File: config.mk
export PLATFORM = sky130hd
export DESIGN_NAME = decode_stage
export DESIGN_NICKNAME = d
export VERILOG_FILES = /design/src/hdl/decode_pkg.sv /design/src/hdl/riscv_isa_pkg.sv /design/src/hdl/decode_stage.sv /design/src/hdl/instr_field_decoder.sv /design/src/hdl/jump_resolver.sv /design/src/hdl/return_address_stack.sv
export VERILOG_INCLUDE_DIRS = /design/src /design/src/hdl
export SDC_FILE = /design/constraint.sdc
export NUM_CORES = 1
export LEC_CHECK = 0
export BUFFER_PORTS_ARGS = -buffer_cell sky130_fd_sc_hd__buf_2
export CORE_MARGIN = 5
export CORE_UTILIZATION = 50
export DETAILED_ROUTE_END_ITERATION = 16
export GPL_TIMING_DRIVEN = 0
export PLACE_DENSITY = 0.8
export SYNTH_ARGS = -nofsm -noshare
export SYNTH_HDL_FRONTEND = slang
export SYNTH_SLANG_ARGS = --single-unit
File: constraint.sdc
create_clock -name clk_i -period 22.5 [get_ports clk_i]
set_input_delay 5.625 -clock clk_i [delete_from_list [all_inputs] [get_ports clk_i]]
set_output_delay 5.625 -clock clk_i [all_outputs]
set_load 0.01 [all_outputs]
File: src/hdl/riscv_defs.svh
`ifndef RISCV_DEFS_SVH
`define RISCV_DEFS_SVH

// data and address width
`define XLEN 64

// instruction width
`define ILEN 32

// return address stack entries
`define RAS_DEPTH 4

`endif

File: src/hdl/decode_pkg.sv
`default_nettype none

package decode_pkg;

    // operation carried to the execution units
    typedef enum logic [4:0] {
        ADD,
        SUB,
        SLL,
        SLT,
        SLTU,
        XOR,
        SRL,
        SRA,
        OR,
        AND,
        JAL,
        JALR,
        BEQ,
        BNE,
        BLT,
        BGE,
        BLTU,
        BGEU
    } instr_type_t;

    typedef enum logic [1:0] {
        UNIT_ALU,
        UNIT_BRANCH
    } unit_t;

    // decode-time exceptions, misaligned wins over illegal
    typedef enum logic [1:0] {
        XCPT_NONE,
        XCPT_ADDR_MISALIGNED,
        XCPT_ILLEGAL_INSTR
    } xcpt_cause_t;

endpackage

`default_nettype wire

File: src/hdl/riscv_isa_pkg.sv
`default_nettype none

package riscv_isa_pkg;

    // major opcodes handled by decode
    typedef enum logic [6:0] {
        OP_LUI    = 7'b0110111,
        OP_AUIPC  = 7'b0010111,
        OP_JAL    = 7'b1101111,
        OP_JALR   = 7'b1100111,
        OP_BRANCH = 7'b1100011,
        OP_ALU_I  = 7'b0010011,
        OP_ALU    = 7'b0110011
    } opcode_t;

    typedef logic [2:0] funct3_t;

    localparam funct3_t F3_JALR    = 3'b000;

    localparam funct3_t F3_BEQ     = 3'b000;
    localparam funct3_t F3_BNE     = 3'b001;
    localparam funct3_t F3_BLT     = 3'b100;
    localparam funct3_t F3_BGE     = 3'b101;
    localparam funct3_t F3_BLTU    = 3'b110;
    localparam funct3_t F3_BGEU    = 3'b111;

    // shared by reg-reg and reg-imm forms
    localparam funct3_t F3_ADD_SUB = 3'b000;
    localparam funct3_t F3_SLL     = 3'b001;
    localparam funct3_t F3_SLT     = 3'b010;
    localparam funct3_t F3_SLTU    = 3'b011;
    localparam funct3_t F3_XOR     = 3'b100;
    localparam funct3_t F3_SRL_SRA = 3'b101;
    localparam funct3_t F3_OR      = 3'b110;
    localparam funct3_t F3_AND     = 3'b111;

    typedef logic [6:0] funct7_t;

    localparam funct7_t F7_NORMAL  = 7'b0000000;
    localparam funct7_t F7_SUB_SRA = 7'b0100000;

    typedef logic [4:0] reg_addr_t;

    localparam reg_addr_t REG_ZERO = 5'd0;
    localparam reg_addr_t REG_RA   = 5'd1; // link register
    localparam reg_addr_t REG_T0   = 5'd5; // alternate link

endpackage

`default_nettype wire

File: src/hdl/decode_stage.sv
`timescale 1ns/1ps
`default_nettype none
`include "riscv_defs.svh"

module decode_stage (
    input  logic                     clk_i,
    input  logic                     arst_n_i,
    input  logic                     valid_i,
    input  logic                     stall_i,
    input  logic [`XLEN-1:0]         pc_i,
    input  logic [`ILEN-1:0]         instr_i,
    output logic                     valid_o,
    output decode_pkg::instr_type_t  instr_type_o,
    output decode_pkg::unit_t        unit_o,
    output riscv_isa_pkg::reg_addr_t rs1_o,
    output riscv_isa_pkg::reg_addr_t rs2_o,
    output riscv_isa_pkg::reg_addr_t rd_o,
    output logic [`XLEN-1:0]         imm_o,
    output logic                     regfile_we_o,
    output logic                     use_imm_o,
    output logic                     use_pc_o,
    output logic                     change_pc_o,
    output logic                     jump_valid_o,
    output logic [`XLEN-1:0]         jump_addr_o,
    output logic                     xcpt_valid_o,
    output decode_pkg::xcpt_cause_t  xcpt_cause_o,
    output logic [`XLEN-1:0]         xcpt_origin_o
);

    logic             is_jal;
    logic             is_jalr;
    logic             illegal;
    logic             link_push;
    logic             link_pop;
    logic             ras_push;
    logic             ras_pop;
    logic [`XLEN-1:0] ras_push_addr;
    logic [`XLEN-1:0] ras_top;

    assign valid_o = valid_i;

    instr_field_decoder i_field_decoder (
        .valid_i      (valid_i),
        .instr_i      (instr_i),
        .instr_type_o (instr_type_o),
        .unit_o       (unit_o),
        .rs1_o        (rs1_o),
        .rs2_o        (rs2_o),
        .rd_o         (rd_o),
        .imm_o        (imm_o),
        .regfile_we_o (regfile_we_o),
        .use_imm_o    (use_imm_o),
        .use_pc_o     (use_pc_o),
        .change_pc_o  (change_pc_o),
        .is_jal_o     (is_jal),
        .is_jalr_o    (is_jalr),
        .illegal_o    (illegal),
        .link_push_o  (link_push),
        .link_pop_o   (link_pop)
    );

    jump_resolver i_jump_resolver (
        .valid_i         (valid_i),
        .stall_i         (stall_i),
        .pc_i            (pc_i),
        .imm_i           (imm_o),
        .is_jal_i        (is_jal),
        .is_jalr_i       (is_jalr),
        .illegal_i       (illegal),
        .link_push_i     (link_push),
        .link_pop_i      (link_pop),
        .ras_top_i       (ras_top),
        .ras_push_o      (ras_push),
        .ras_pop_o       (ras_pop),
        .ras_push_addr_o (ras_push_addr),
        .jump_valid_o    (jump_valid_o),
        .jump_addr_o     (jump_addr_o),
        .xcpt_valid_o    (xcpt_valid_o),
        .xcpt_cause_o    (xcpt_cause_o),
        .xcpt_origin_o   (xcpt_origin_o)
    );

    return_address_stack i_ras (
        .clk_i       (clk_i),
        .arst_n_i    (arst_n_i),
        .push_i      (ras_push),
        .pop_i       (ras_pop),
        .push_addr_i (ras_push_addr),
        .top_o       (ras_top)
    );

endmodule

`default_nettype wire

File: src/hdl/instr_field_decoder.sv
`timescale 1ns/1ps
`default_nettype none
`include "riscv_defs.svh"

module instr_field_decoder (
    input  logic                     valid_i,
    input  logic [`ILEN-1:0]         instr_i,
    output decode_pkg::instr_type_t  instr_type_o,
    output decode_pkg::unit_t        unit_o,
    output riscv_isa_pkg::reg_addr_t rs1_o,
    output riscv_isa_pkg::reg_addr_t rs2_o,
    output riscv_isa_pkg::reg_addr_t rd_o,
    output logic [`XLEN-1:0]         imm_o,
    output logic                     regfile_we_o,
    output logic                     use_imm_o,
    output logic                     use_pc_o,
    output logic                     change_pc_o,
    output logic                     is_jal_o,
    output logic                     is_jalr_o,
    output logic                     illegal_o,
    output logic                     link_push_o,
    output logic                     link_pop_o
);

    import riscv_isa_pkg::*;
    import decode_pkg::*;

    opcode_t          opcode;
    funct3_t          funct3;
    funct7_t          funct7;
    reg_addr_t        rs1;
    reg_addr_t        rd;
    logic [`XLEN-1:0] imm_i_type;
    logic [`XLEN-1:0] imm_s_type;
    logic [`XLEN-1:0] imm_b_type;
    logic [`XLEN-1:0] imm_u_type;
    logic [`XLEN-1:0] imm_j_type;
    logic             we;
    logic             use_imm;
    logic             use_pc;
    logic             change_pc;
    logic             link_rd;
    logic             link_rs1;

    assign opcode = opcode_t'(instr_i[6:0]);
    assign funct3 = instr_i[14:12];
    assign funct7 = instr_i[31:25];
    assign rd     = instr_i[11:7];
    assign rs1    = instr_i[19:15];

    assign rd_o  = rd;
    assign rs2_o = instr_i[24:20];
    assign rs1_o = (opcode == OP_LUI) ? REG_ZERO : rs1; // lui is x0 | imm

    assign imm_i_type = {{(`XLEN-12){instr_i[31]}}, instr_i[31:20]};
    assign imm_s_type = {{(`XLEN-12){instr_i[31]}}, instr_i[31:25], instr_i[11:7]};
    assign imm_b_type = {{(`XLEN-13){instr_i[31]}}, instr_i[31], instr_i[7],
                         instr_i[30:25], instr_i[11:8], 1'b0};
    assign imm_u_type = {{(`XLEN-32){instr_i[31]}}, instr_i[31:12], 12'b0};
    assign imm_j_type = {{(`XLEN-21){instr_i[31]}}, instr_i[31], instr_i[19:12],
                         instr_i[20], instr_i[30:21], 1'b0};

    always_comb begin
        case (opcode)
            OP_LUI, OP_AUIPC: imm_o = imm_u_type;
            OP_JAL:           imm_o = imm_j_type;
            OP_BRANCH:        imm_o = imm_b_type;
            OP_JALR, OP_ALU_I, OP_ALU: imm_o = imm_i_type;
            default:          imm_o = imm_s_type; // store-shaped for the rest
        endcase
    end

    always_comb begin
        instr_type_o = ADD;
        unit_o       = UNIT_ALU;
        we           = 1'b0;
        use_imm      = 1'b0;
        use_pc       = 1'b0;
        change_pc    = 1'b0;
        is_jal_o     = 1'b0;
        is_jalr_o    = 1'b0;
        illegal_o    = 1'b0;

        case (opcode)
            OP_LUI: begin
                we           = 1'b1;
                use_imm      = 1'b1;
                instr_type_o = OR;
            end
            OP_AUIPC: begin
                we      = 1'b1;
                use_imm = 1'b1;
                use_pc  = 1'b1;
            end
            OP_JAL: begin
                we           = 1'b1; // rd gets pc+4
                use_imm      = 1'b1;
                use_pc       = 1'b1;
                instr_type_o = JAL;
                unit_o       = UNIT_BRANCH;
                is_jal_o     = 1'b1;
            end
            OP_JALR: begin
                we           = 1'b1;
                change_pc    = 1'b1;
                instr_type_o = JALR;
                unit_o       = UNIT_BRANCH;
                is_jalr_o    = 1'b1;
                illegal_o    = (funct3 != F3_JALR);
            end
            OP_BRANCH: begin
                change_pc = 1'b1;
                unit_o    = UNIT_BRANCH;
                case (funct3)
                    F3_BEQ:  instr_type_o = BEQ;
                    F3_BNE:  instr_type_o = BNE;
                    F3_BLT:  instr_type_o = BLT;
                    F3_BGE:  instr_type_o = BGE;
                    F3_BLTU: instr_type_o = BLTU;
                    F3_BGEU: instr_type_o = BGEU;
                    default: illegal_o = 1'b1;
                endcase
            end
            OP_ALU_I: begin
                we      = 1'b1;
                use_imm = 1'b1;
                case (funct3)
                    F3_ADD_SUB: instr_type_o = ADD;
                    F3_SLT:     instr_type_o = SLT;
                    F3_SLTU:    instr_type_o = SLTU;
                    F3_XOR:     instr_type_o = XOR;
                    F3_OR:      instr_type_o = OR;
                    F3_AND:     instr_type_o = AND;
                    F3_SLL: begin
                        instr_type_o = SLL;
                        // bit 25 belongs to the 6-bit shamt
                        illegal_o = (funct7[6:1] != F7_NORMAL[6:1]);
                    end
                    F3_SRL_SRA: begin
                        case (funct7[6:1])
                            F7_NORMAL[6:1]:  instr_type_o = SRL;
                            F7_SUB_SRA[6:1]: instr_type_o = SRA;
                            default:         illegal_o = 1'b1;
                        endcase
                    end
                endcase
            end
            OP_ALU: begin
                we = 1'b1;
                case ({funct7, funct3})
                    {F7_NORMAL, F3_ADD_SUB}:  instr_type_o = ADD;
                    {F7_SUB_SRA, F3_ADD_SUB}: instr_type_o = SUB;
                    {F7_NORMAL, F3_SLL}:      instr_type_o = SLL;
                    {F7_NORMAL, F3_SLT}:      instr_type_o = SLT;
                    {F7_NORMAL, F3_SLTU}:     instr_type_o = SLTU;
                    {F7_NORMAL, F3_XOR}:      instr_type_o = XOR;
                    {F7_NORMAL, F3_SRL_SRA}:  instr_type_o = SRL;
                    {F7_SUB_SRA, F3_SRL_SRA}: instr_type_o = SRA;
                    {F7_NORMAL, F3_OR}:       instr_type_o = OR;
                    {F7_NORMAL, F3_AND}:      instr_type_o = AND;
                    default:                  illegal_o = 1'b1;
                endcase
            end
            default: illegal_o = 1'b1;
        endcase
    end

    assign regfile_we_o = valid_i & we;
    assign use_imm_o    = valid_i & use_imm;
    assign use_pc_o     = valid_i & use_pc;
    assign change_pc_o  = valid_i & change_pc;

    // return address hints per the RISC-V calling convention
    assign link_rd  = (rd == REG_RA) | (rd == REG_T0);
    assign link_rs1 = (rs1 == REG_RA) | (rs1 == REG_T0);

    assign link_push_o = (is_jal_o | is_jalr_o) & link_rd;
    assign link_pop_o  = is_jalr_o & link_rs1 & (~link_rd | (rs1 != rd));

endmodule

`default_nettype wire

File: src/hdl/jump_resolver.sv
`timescale 1ns/1ps
`default_nettype none
`include "riscv_defs.svh"

module jump_resolver (
    input  logic                    valid_i,
    input  logic                    stall_i,
    input  logic [`XLEN-1:0]        pc_i,
    input  logic [`XLEN-1:0]        imm_i,
    input  logic                    is_jal_i,
    input  logic                    is_jalr_i,
    input  logic                    illegal_i,
    input  logic                    link_push_i,
    input  logic                    link_pop_i,
    input  logic [`XLEN-1:0]        ras_top_i,
    output logic                    ras_push_o,
    output logic                    ras_pop_o,
    output logic [`XLEN-1:0]        ras_push_addr_o,
    output logic                    jump_valid_o,
    output logic [`XLEN-1:0]        jump_addr_o,
    output logic                    xcpt_valid_o,
    output decode_pkg::xcpt_cause_t xcpt_cause_o,
    output logic [`XLEN-1:0]        xcpt_origin_o
);

    import decode_pkg::*;

    logic [`XLEN-1:0] jal_target;
    logic [`XLEN-1:0] seq_pc;
    logic             misaligned;
    logic             cmd_ok;

    assign jal_target = pc_i + imm_i;
    assign seq_pc     = pc_i + `XLEN'd4;
    assign misaligned = is_jal_i & (|imm_i[1:0]);

    // stack only moves for live, aligned, unstalled instructions
    assign cmd_ok          = valid_i & ~stall_i & ~misaligned;
    assign ras_push_o      = cmd_ok & link_push_i;
    assign ras_pop_o       = cmd_ok & link_pop_i;
    assign ras_push_addr_o = seq_pc;

    always_comb begin
        if (is_jal_i) begin
            jump_addr_o  = jal_target;
            jump_valid_o = valid_i & ~misaligned;
        end else if (is_jalr_i) begin
            jump_addr_o  = ras_top_i; // predicted return
            jump_valid_o = ras_pop_o;
        end else begin
            jump_addr_o  = seq_pc;
            jump_valid_o = 1'b0;
        end
    end

    always_comb begin
        xcpt_valid_o  = valid_i & (misaligned | illegal_i);
        xcpt_cause_o  = XCPT_NONE;
        xcpt_origin_o = '0;
        if (misaligned) begin
            xcpt_cause_o  = XCPT_ADDR_MISALIGNED;
            xcpt_origin_o = jal_target; // faulting target
        end else if (illegal_i) begin
            xcpt_cause_o = XCPT_ILLEGAL_INSTR;
        end
    end

endmodule

`default_nettype wire

File: src/hdl/return_address_stack.sv
`timescale 1ns/1ps
`default_nettype none
`include "riscv_defs.svh"

module return_address_stack (
    input  logic             clk_i,
    input  logic             arst_n_i,
    input  logic             push_i,
    input  logic             pop_i,
    input  logic [`XLEN-1:0] push_addr_i,
    output logic [`XLEN-1:0] top_o
);

    localparam int unsigned DEPTH = `RAS_DEPTH;
    localparam int unsigned PTR_W = (DEPTH > 1) ? $clog2(DEPTH) : 1;

    logic [`XLEN-1:0] entries [DEPTH];
    logic [PTR_W-1:0] ptr;      // next free slot
    logic [PTR_W-1:0] ptr_inc;
    logic [PTR_W-1:0] ptr_dec;

    assign ptr_inc = (ptr == PTR_W'(DEPTH - 1)) ? '0 : ptr + 1'b1;
    assign ptr_dec = (ptr == '0) ? PTR_W'(DEPTH - 1) : ptr - 1'b1;

    assign top_o = entries[ptr_dec];

    always_ff @(posedge clk_i or negedge arst_n_i) begin
        if (!arst_n_i) begin
            ptr     <= '0;
            entries <= '{default: '0};
        end else begin
            case ({push_i, pop_i})
                2'b10: begin
                    entries[ptr] <= push_addr_i; // wraps over the oldest
                    ptr          <= ptr_inc;
                end
                2'b01: ptr <= ptr_dec;
                // swap the top in place
                2'b11: entries[ptr_dec] <= push_addr_i;
                default: ;
            endcase
        end
    end

endmodule

`default_nettype wire

* Word-level counts from Yosys, hierarchy flattened
Cells that the tools add are included.
** Word-level totals
- Output and inout port bits :: 223
- Input port bits :: 100
- Logic and storage cells :: 131
- Bits in registers :: 258
** Cells by class
- Muxes and demuxes :: 39
- Magnitude comparators :: 4
- Add/subtract/negate cells :: 4
- Equal/unequal tests :: 33
- Reduce and logical (&&, ||, !) cells :: 22
- Bitwise operators :: 24
** Operators by type and width (count)
- 256-bit bitwise mux :: 2
- 256-bit case mux with 2 select lines :: 1
- 64-bit two-way mux :: 7
- 64-bit demux with 2-bit select :: 2
- 64-bit binary-select mux with 2-bit select :: 1
- 31-bit case mux with 4 select lines :: 1
- 64-bit by 3-bit adder with 64-bit output (second input constant) :: 1
- 64-bit adder :: 1
- 5-bit case mux with 6 select lines :: 2
- 10-bit by 3-bit equality test with 1-bit output (second input constant) :: 4
- 5-bit case mux with 8 select lines :: 1
- 4-bit case mux with 9 select lines :: 1
- 7-bit equality test (second input constant) :: 3
- 10-bit by 2-bit equality test with 1-bit output (second input constant) :: 2
- 10-bit by 9-bit equality test with 1-bit output (second input constant) :: 2
- 1-bit bitwise AND :: 14
- 7-bit by 5-bit equality test with 1-bit output (second input constant) :: 2
- 7-bit by 6-bit equality test with 1-bit output (second input constant) :: 2
- 3-bit equality test (second input constant) :: 4
- 1-bit two-way mux :: 12
- 6-bit OR reduction :: 2
- 10-bit by 1-bit equality test with 1-bit output (second input constant) :: 1
- 5-bit by 1-bit equality test with 1-bit output (second input constant) :: 2
- 5-bit by 3-bit equality test with 1-bit output (second input constant) :: 2
- other kinds (31) :: 54

* Logic depth before layout (Yosys ltp)
Gate-level depths: netlist of run 1.
- Depth after elaboration :: 10
- Gate-level depth with buffers :: 20
- Depth with buffers taken out :: 18

* By module
Synthesis of run 1 repeated with hierarchy kept, for this count alone.
** Unflattened totals
- Cells, all modules :: 2208
- Area total of the unflattened synthesis :: 20369.5 µm²
** Modules (own cells, without submodules)
- return_address_stack :: instances 1, cells an instance 960, area an instance 12186.7 µm², seq. area each 6456.2 µm²
- jump_resolver :: instances 1, cells an instance 1054, area an instance 6889.1 µm², seq. area each 0.0 µm²
- instr_field_decoder :: instances 1, cells an instance 193, area an instance 1286.2 µm², seq. area each 0.0 µm²
- decode_stage :: instances 1, cells an instance 1, area an instance 7.5 µm², seq. area each 0.0 µm²

* Least setup slack after synthesis of run 1
No wires, ideal clock.
- Path kind :: input to output
- From :: input instr_i[4]
- To :: output jump_addr_o[56]
- Required time :: 16.875 ns
- Stages on the path :: 16
- Arrival :: 9.468 ns
- Buffers on the path :: 1
- Path slack :: 7.407 ns
- Cell sequence :: nand3b_1 nor3_1 nand2_1 and3_1 clkbuf_1 a21o_1 ha_1 a21o_1 a21o_1 a2111oi_4 a21oi_2 a21o_1 a2111oi_2 or2_1 xor2_1 a21oi_1
** Between the ends
- Word-level cells in the longest chain between the ends :: 5
- Elaborated cells between the ends (all ways) :: 15
- Those cells by class :: add/sub: 1; eq/ne: 7; mux: 5; reduce/logical: 2
** Ends and longest elaborated chain
- start, declared :: RTL line decode_stage.sv:11 : input logic [`ILEN-1:0] instr_i,
- 7-bit equality test (tied with other cells) :: RTL line instr_field_decoder.sv:64 : case (opcode)
- 3-bit OR reduction or 2-bit OR reduction (tied branches) :: RTL line instr_field_decoder.sv:64
- 31-bit case mux with 4 select lines (*) :: RTL line instr_field_decoder.sv:64
- via imm_o[13] :: RTL line decode_stage.sv:18 : output logic [`XLEN-1:0] imm_o,
- 64-bit adder (*) :: RTL line jump_resolver.sv:33 : assign jal_target = pc_i + imm_i;
- 64-bit two-way mux (*) :: RTL line jump_resolver.sv:44 : if (is_jal_i) begin
- end, declared :: RTL line decode_stage.sv:24 : output logic [`XLEN-1:0] jump_addr_o,
Mark *: on every way through the listed nets, which the timed path passes. The rest lies on a longest branch.

* Worst setup path in the final report of run 1
- From :: input instr_i[2]
- To :: output jump_addr_o[40]
** Between the ends
- Word-level cells in the longest chain between the ends :: 5
- Elaborated cells between the ends (all ways) :: 15
- Those cells by class :: add/sub: 1; eq/ne: 7; mux: 5; reduce/logical: 2
** Ends and longest elaborated chain (RTL line)
- 7-bit equality test (tied with other cells) :: instr_field_decoder.sv:64, instr_field_decoder.sv:84
- 3-bit OR reduction or 2-bit OR reduction (tied branches) :: instr_field_decoder.sv:64
- 31-bit case mux with 4 select lines :: instr_field_decoder.sv:64
- 64-bit adder :: jump_resolver.sv:33
- 64-bit two-way mux (*) :: jump_resolver.sv:44
Mark *: on every way between the ends. The rest lies on a longest branch, timed or not.

==> results.md, run 1 <==
- First-pass GRT wire length: 108000 um
- Syn nets: 2294
- Worst setup SP type: primary input
- Clock Skew: 0.0149 ns
- Congestion Overflow GR: 0
- Minimum clock period: 17.16 ns
- CTS Buffer Depth: 3
- Top delay family on crit path: compound AO/OA/AOI/OAI gates
- Port Buffers: 318
- Relative slew margins: 7.84%
- Crit-path max cell delay: 0.78 ns
- Post-CTS Hold Buffers: 0
- CP max FO: 10
- Max Freq: 58.3 MHz
- Share of the synthesized area in the top cell type: 35.5%
- HP Class: register to register
- Post-synth EDFFs: 0
- Remaining antenna violation count after routing: 0
- Starting Density: 50.9%
- Vias in the first global route: 18655
- Fill count: 3224
- Nets: 2646
- Core ar.: 0.0357 mm2
- Clock-pin transition on the worst setup and hold timing paths: 0.06 ns
- Setup Viol. Count Final: 0
- Yosys cell types: 82
- Post-Layout Cell Count: 2962
- Slowest CP cell: xor2_1
- Number of I/O pins: 323
- Routed WL per cell: 24.1 um
- DIE AREA: 0.0403 mm2
- Post-route setup TNS: 0 ns
- P&R area growth vs syn: 18.0%
- Vias per cell: 6.38
- Htree depth: 1
- First-pass iteration count of the detailed router: 5
- Reg area: 0.00646 mm2
- Largest net degree at the start of global routing: 127
- CTS resizes: 0
- CP Class: primary input to primary output
- CTS tree: built
- DP Wirelength: 54100 um
- FF+latch count, synth: 258
- DRC violations left: 0
- Most common cell in the synthesized netlist: nor2_1
- WP data required: 16.88 ns
- Multi-input logic area: 0.0107 mm2
- LEAKAGE: 10.2 nW
- Crit path top cell by count: buf_2
- Crit path DAT: 11.54 ns
- Post-CTS Setup Bufs: 0
- Synth Instances: 2122
- Worst Path Buf+Inv: 6
- Placed cell count: 2904
- Outcome: complete, no violations
- Clk sinks: 258
- Hold Fails Final Rpt: 0
- GRT Total Usage: 33.7%
- Top cells by area, synth: dfrtp_1, a21oi_1, nor2_1
- Gp weighted congestion: 1.01
- Die Y: 201 um
- Post-Route WL: 71300 um
- CP endpoint kind: primary output
- RSZ-0062 raised after global routing: false
- Detailed Route Iter0 Violations: 2291
- Synth warn: 0
- Die Width: 201 um
- Antenna violations before repair: 1
- Crit share post-route: 76.3%
- Seq/Total Area, Yosys: 35.5%
- Asr flop ratio synth: 100%
- Root Buffer: clkbuf_16
- Slew @ Worst Pin: 1.38 ns
- Post-synth top flop: dfrtp_1
- Cell Rows: 69
- Max_cap viols: 0
- Syn_area_per_cell: 8.57 um2
- Fin. max-slew vios: 0
- Share of cells above drive strength 1: 21.7%
- Synth Cell Area: 0.0182 mm2
- Clock buffer count from CTS: 29
- Power per Cell Area: 58.6 mW/mm2
- Total number of vias: 18897
- Top cells by count, synth: nor2_1, a21oi_1, dfrtp_1
- Clk_lat worst skew: 0.56 ns
- Worst-case vdd ir drop: 0.0611 mV
- Post-synth top area cell: dfrtp_1
- Worst path cell trace: buf_2 > inv_1 > or3_1 > nor2_1 > clkbuf_1 > nor4_1 > clkbuf_1 > a21oi_1 > ha_1 > buf_2 > a21oi_1 > nand2_1 > a221o_1 > nor2b_1 > a211oi_2 > o31ai_4 > xor2_1 > a221o_1 > buf_2
area by class of cell:
class | count | share of cell area, %
clock buffer | 38 | 3.77
tap | 461 | 2.69
multi-input combinational | 1648 | 49.9
sequential | 258 | 30.1
buffer | 184 | 4.22
inverter | 32 | 0.560
antenna | 4 | 0.0467
clock inverter | 16 | 0.939
timing repair buffer | 321 | 7.78
sequential cells by signal, indices dropped and copies added, names as in the netlist:
signal	cells
i_ras.ptr	2
i_ras.entries	256
worst reg2reg max path, stage by stage, from the launching register on:
cell and delay (ns):
dfrtp_1 0.41, inv_1 0.14, ha_1 0.24, nand2_1 0.07, o21ai_1 0.73, clkbuf_1 0.63
clkbuf_1 0.66, a21oi_1 0.19
final timing paths:
check | start | to | slack, ns | depth (start not counted)
hold / removal | i_ras.entries[67] | i_ras.entries[67] | 0.51 | 1
hold reg to reg | i_ras.entries[67] | i_ras.entries[67] | 0.51 | 1
max in group asynchronous | arst_n_i | i_ras.entries[247] | 16.77 | 2
min in group asynchronous | arst_n_i | i_ras.entries[148] | 4.85 | 1
setup / recovery | instr_i[2] | jump_addr_o[40] | 5.34 | 19
setup reg to reg | i_ras.ptr[0] | i_ras.entries[235] | 19.25 | 7
where the power goes:
part	internal, mW	switching (mW)
Sequential	0.466	0.000998
Combinational	0.0960	0.188
Clock	0.301	0.206
Total	0.862	0.395
through the flow:
stage / worst slack (ns) / hold slack [ns] / power, mW / utilization [%] / cell area, um2
floorplan: 7.41 / 0.475 / 0.643 / - / 18200
global placement: 4.37 / 0.485 / 0.746 / 56.9 / 20300
detailed placement: 5.58 / 0.495 / 0.749 / 57.2 / 20400
CTS: 5.57 / 0.509 / 1.25 / 60.0 / 21400
global route: 5.27 / 0.530 / 1.30 / 60.0 / 21400
finish: 5.34 / 0.511 / 1.26 / 60.0 / 21400
placed cells by master, fill, tap and decap left out, types with 23 or more instances in the layout:
cell	n
a21o_1	50
a21oi_1	360
buf_2	344
buf_4	46
clkbuf_1	107
clkbuf_16	29
dfrtp_1	258
ha_1	71
inv_1	31
mux4_2	64
nand2_1	168
nand3_1	41
nand4_1	35
nor2_1	390
o21ai_0	42
o21ai_1	23
o221ai_1	41
xnor2_1	53
xor2_1	74
layer usage:
| metal | share of wire [%] | vias to the layer above | wire (um) | track usage (%) |
|---|---|---|---|---|
| li1 | - | 8270 | - | - |
| met1 | 38 | 9131 | 26800 | 43.4 |
| met2 | 46 | 1261 | 32500 | 53.8 |
| met3 | 12 | 235 | 8600 | 9.48 |
| met4 | 4.8 | 0 | 3440 | 13.9 |
| met5 | 0 | - | 0 | 0 |
logic make-up (layout without fill, tap and decap cells):
logic type | after synthesis | after routing | share of synthesized area [%]
fa+ha+maj | 72 | 72 | 5.00
other cells | 1 | 5 | 0.0206
mux | 80 | 80 | 8.89
flops | 258 | 258 | 35.5
buf+inv | 216 | 591 | 5.64
xor+xnor | 127 | 127 | 6.12
simple gates | 731 | 731 | 17.3
compound gates | 637 | 637 | 21.5
Note: power is estimated with default switching activity, not from simulation.
==> run 2: changes to the inputs <==
--- a/config.mk
+++ b/config.mk
@@ -6,12 +6,13 @@
 export SDC_FILE = /design/constraint.sdc
 export NUM_CORES = 1
 export LEC_CHECK = 0
+export ABC_AREA = 1
 export BUFFER_PORTS_ARGS = -buffer_cell sky130_fd_sc_hd__buf_2
 export CORE_MARGIN = 5
 export CORE_UTILIZATION = 50
 export DETAILED_ROUTE_END_ITERATION = 16
 export GPL_TIMING_DRIVEN = 0
-export PLACE_DENSITY = 0.8
+export PLACE_DENSITY = 0.81
 export SYNTH_ARGS = -nofsm -noshare
 export SYNTH_HDL_FRONTEND = slang
 export SYNTH_SLANG_ARGS = --single-unit
==> constraint.sdc (replaced) <==
create_clock -name clk_i -period 14.75 [get_ports clk_i]
set_input_delay 3.6875 -clock clk_i [delete_from_list [all_inputs] [get_ports clk_i]]
set_output_delay 3.6875 -clock clk_i [all_outputs]
set_load 0.01 [all_outputs]
==> results.md, run 2 <==
- Outcome: complete, no violations
- Post-synthesis adder-cell area fraction: 4.21%
- Core ar.: 0.0429 mm2
- Power per Cell Area: 74.0 mW/mm2
- Vias in the first global route: 23872
- CP Class: primary input to primary output
- Cell Rows: 76
- Nets: 4058
- DP Wirelength: 77000 um
- Clk sinks: 258
- CTS resizes: 0
- Fin util: 57.6%
- Crit share post-route: 81.7%
- Post-synth EDFFs: 0
- Hold path start: i_ras.entries[145]
- Synth warn: 0
- CTS tree: built
- Largest regs: i_ras.entries: 256 flops, i_ras.ptr: 2 flops
- Setup Viol. Count Final: 0
- HP Class: register to register
- Worst-case reg-to-reg path depth: 9
- Minimum clock period: 12.05 ns
- Post-synth top area cell: dfrtp_1
- Die Y: 218 um
- Flop pwr share: 38.9%
- Relative slew margins: 15.1%
- Routed WL per cell: 21.3 um
- DRC violations left: 0
- Htree depth: 1
- Net switching power: 0.634 mW
- Clock power frac: 33.4%
- FF+latch count, synth: 258
- Synth Instances: 3539
- GRT Total Usage: 38.6%
- Syn_area_per_cell: 6.10 um2
- Synthesized-area fraction occupied by and/or/nand/nor cells: 34.6%
- Reg2reg setup slack: 12.22 ns
- Int Power: 1.19 mW
- Worst setup SP type: primary input
- Slew @ Worst Pin: 1.26 ns
- Asr flop ratio synth: 100%
- Largest family of logic cells by synthesized area: simple AND/OR/NAND/NOR gates
- Crit path DAT: 8.36 ns
- Worst-case vdd ir drop: 0.0758 mV
- RSZ-0062 raised after global routing: false
- Hold Fails Final Rpt: 0
- CTS Buffer Depth: 3
- Power share of the combinational group: 27.8%
- Root Buffer: clkbuf_16
- CP endpoint kind: primary output
- Top cells by area, synth: dfrtp_1, nand2_1, nor2_1
- Number of I/O pins: 323
- Fill count: 4374
- Syn nets: 3711
- Top cells by count, synth: nand2_1, nor2_1, inv_1
- Max_cap viols: 0
- Clock-pin transition on the worst setup and hold timing paths: 0.06 ns
- RR Endpoint: i_ras.entries[245]
- Gp weighted congestion: 1.05
- Yosys cell types: 51
- DIE AREA: 0.0474 mm2
- WHS Path Cells: 2
- First-pass GRT wire length: 141000 um
- R2R Path Start: i_ras.ptr[0]
- Placed cell count: 4446
- Seq/Total Area, Yosys: 29.9%
- Synth Area in Compound Gates: 15.7%
- Post-Route WL: 95600 um
- Post-synthesis mux area share: 0.244%
- Largest register by flop count: i_ras.entries
- Port Buffers: 320
- LEAKAGE: 13.7 nW
- Post-CTS Hold Buffers: 0
- Total number of vias: 25928
- Share of the synthesized area in the top cell type: 29.9%
- Post-synth top flop: dfrtp_1
- Leading cell type in the layout, fill and taps excluded: nand2_1
- CP max FO: 10
- Clock buffer count from CTS: 23
- WP data required: 11.06 ns
- Antenna violations before repair: 4
- First-pass iteration count of the detailed router: 6
- Hold Path End: i_ras.entries[145]
- Most frequent cells in the layout: nand2_1, nor2_1, inv_1, buf_2, o21ai_0
- Synth Cell Area: 0.0216 mm2
- Max FFs per register: 256
- Post-CTS Setup Bufs: 0
- P&R area growth vs syn: 14.6%
- Starting Density: 50.3%
- Max Freq: 83.0 MHz
- Vias per cell: 5.78
- Synth Area in XOR/XNOR: 2.88%
- Post-Layout Cell Count: 4486
- Fin. max-slew vios: 0
- Remaining antenna violation count after routing: 0
- Post-route setup TNS: 0 ns
- Die Width: 218 um
- Clk_lat worst skew: 0.54 ns
- Share of cells above drive strength 1: 12.3%
- Clock Skew: 0.0121 ns
- Detailed Route Iter0 Violations: 3563
- Largest net degree at the start of global routing: 125
- Net Sw Frac: 34.7%
- Most common cell in the synthesized netlist: nand2_1
- Congestion Overflow GR: 0
-- run 2: cell types whose count changed after synthesis, moves of 19 or more --
cell	delta
a21o_1	-50
a21oi_1	-142
inv_1	+444
mux4_2	-64
nand2_1	+854
nand3_1	+127
nor2_1	+147
o21ai_0	+268
o21ai_1	-22
o221ai_1	-32
o22ai_1	+49
xnor2_1	-39
xor2_1	-19
-- run 2: critical path, cell delays in order --
cell	delay, ns
buf_2	0.11
nand2_2	0.08
nor2_2	0.12
nand2_1	0.08
inv_2	0.11
nand2_4	0.19
nand2_2	0.20
inv_2	0.08
nand2_4	0.07
o21ai_0	0.07
nand2_1	0.13
clkbuf_1	0.34
o21ai_0	0.13
inv_1	0.21
ha_1	0.32
nand2_1	0.18
inv_1	0.06
nand2_1	0.06
nand2_1	0.07
inv_1	0.06
nand2_1	0.07
nand3b_1	0.35
o21ai_0	0.97
o211ai_1	0.35
buf_2	0.26
-- run 2: metal layers --
metal / GRT usage, % / up-vias / share of wire, %
met4: 22.7 / 4 / 7.5
met3: 8.90 / 385 / 13
met5: 0 / - / 0.028
li1: - / 11889 / -
met2: 59.7 / 1816 / 43
met1: 49.6 / 11834 / 37
-- run 2: power by group through the flow --
stage	logic, mW	registers (mW)	clock network (mW)
4_1_cts	0.491	0.711	0.603
5_1_grt	0.551	0.711	0.627
2_1_floorplan	0.293	0.724	0
3_3_place_gp	0.484	0.724	0
6_report	0.508	0.711	0.610
3_5_place_dp	0.489	0.724	0
-- run 2: logic make-up (layout without fill, tap and decap cells) --
group                    Yosys count  count (layout)
AO/OA/AOI/OAI                    631             631
XOR/XNOR                          70              70
AND/OR/NAND/NOR                 1847            1847
other                              1               3
flip-flops                       258             258
buffers and inverters            655            1015
adder cells (fa/ha/maj)           72              72
multiplexers                       5               5
-- run 2: through the flow --
step / worst slack [ns] / total power [mW] / instance area, um2 / hold slack [ns]
after detailed placement: 2.97 / 1.21 / 24000 / 0.462
after CTS: 2.96 / 1.80 / 24700 / 0.479
after floorplan: 4.67 / 1.02 / 21600 / 0.444
after global routing: 2.65 / 1.89 / 24700 / 0.499
after global placement: 2.97 / 1.21 / 23900 / 0.459
final: 2.70 / 1.83 / 24700 / 0.480
-- run 2: layout make-up --
| cell class | count | area [um2] | share of cell area, % |
|---|---|---|---|
| Tap cell | 585 | 732 | 2.96 |
| Timing Repair Buffer | 322 | 1670 | 6.75 |
| Clock buffer | 30 | 632 | 2.56 |
| Multi-Input combinational cell | 2626 | 12400 | 50.3 |
| Inverter | 487 | 1830 | 7.41 |
| Antenna cell | 2 | 5.00 | 0.0203 |
| Clock inverter | 8 | 103 | 0.415 |
| Sequential cell | 258 | 6460 | 26.1 |
| Buffer | 168 | 853 | 3.45 |
-- run 2: worst max path at each step --
stage	startpoint	to
floorplan	instr_i[1]	jump_addr_o[24]
global placement	instr_i[31]	jump_addr_o[23]
detailed placement	instr_i[31]	jump_addr_o[23]
CTS	instr_i[31]	jump_addr_o[23]
global route	instr_i[1]	jump_addr_o[23]
finish	instr_i[1]	jump_addr_o[23]
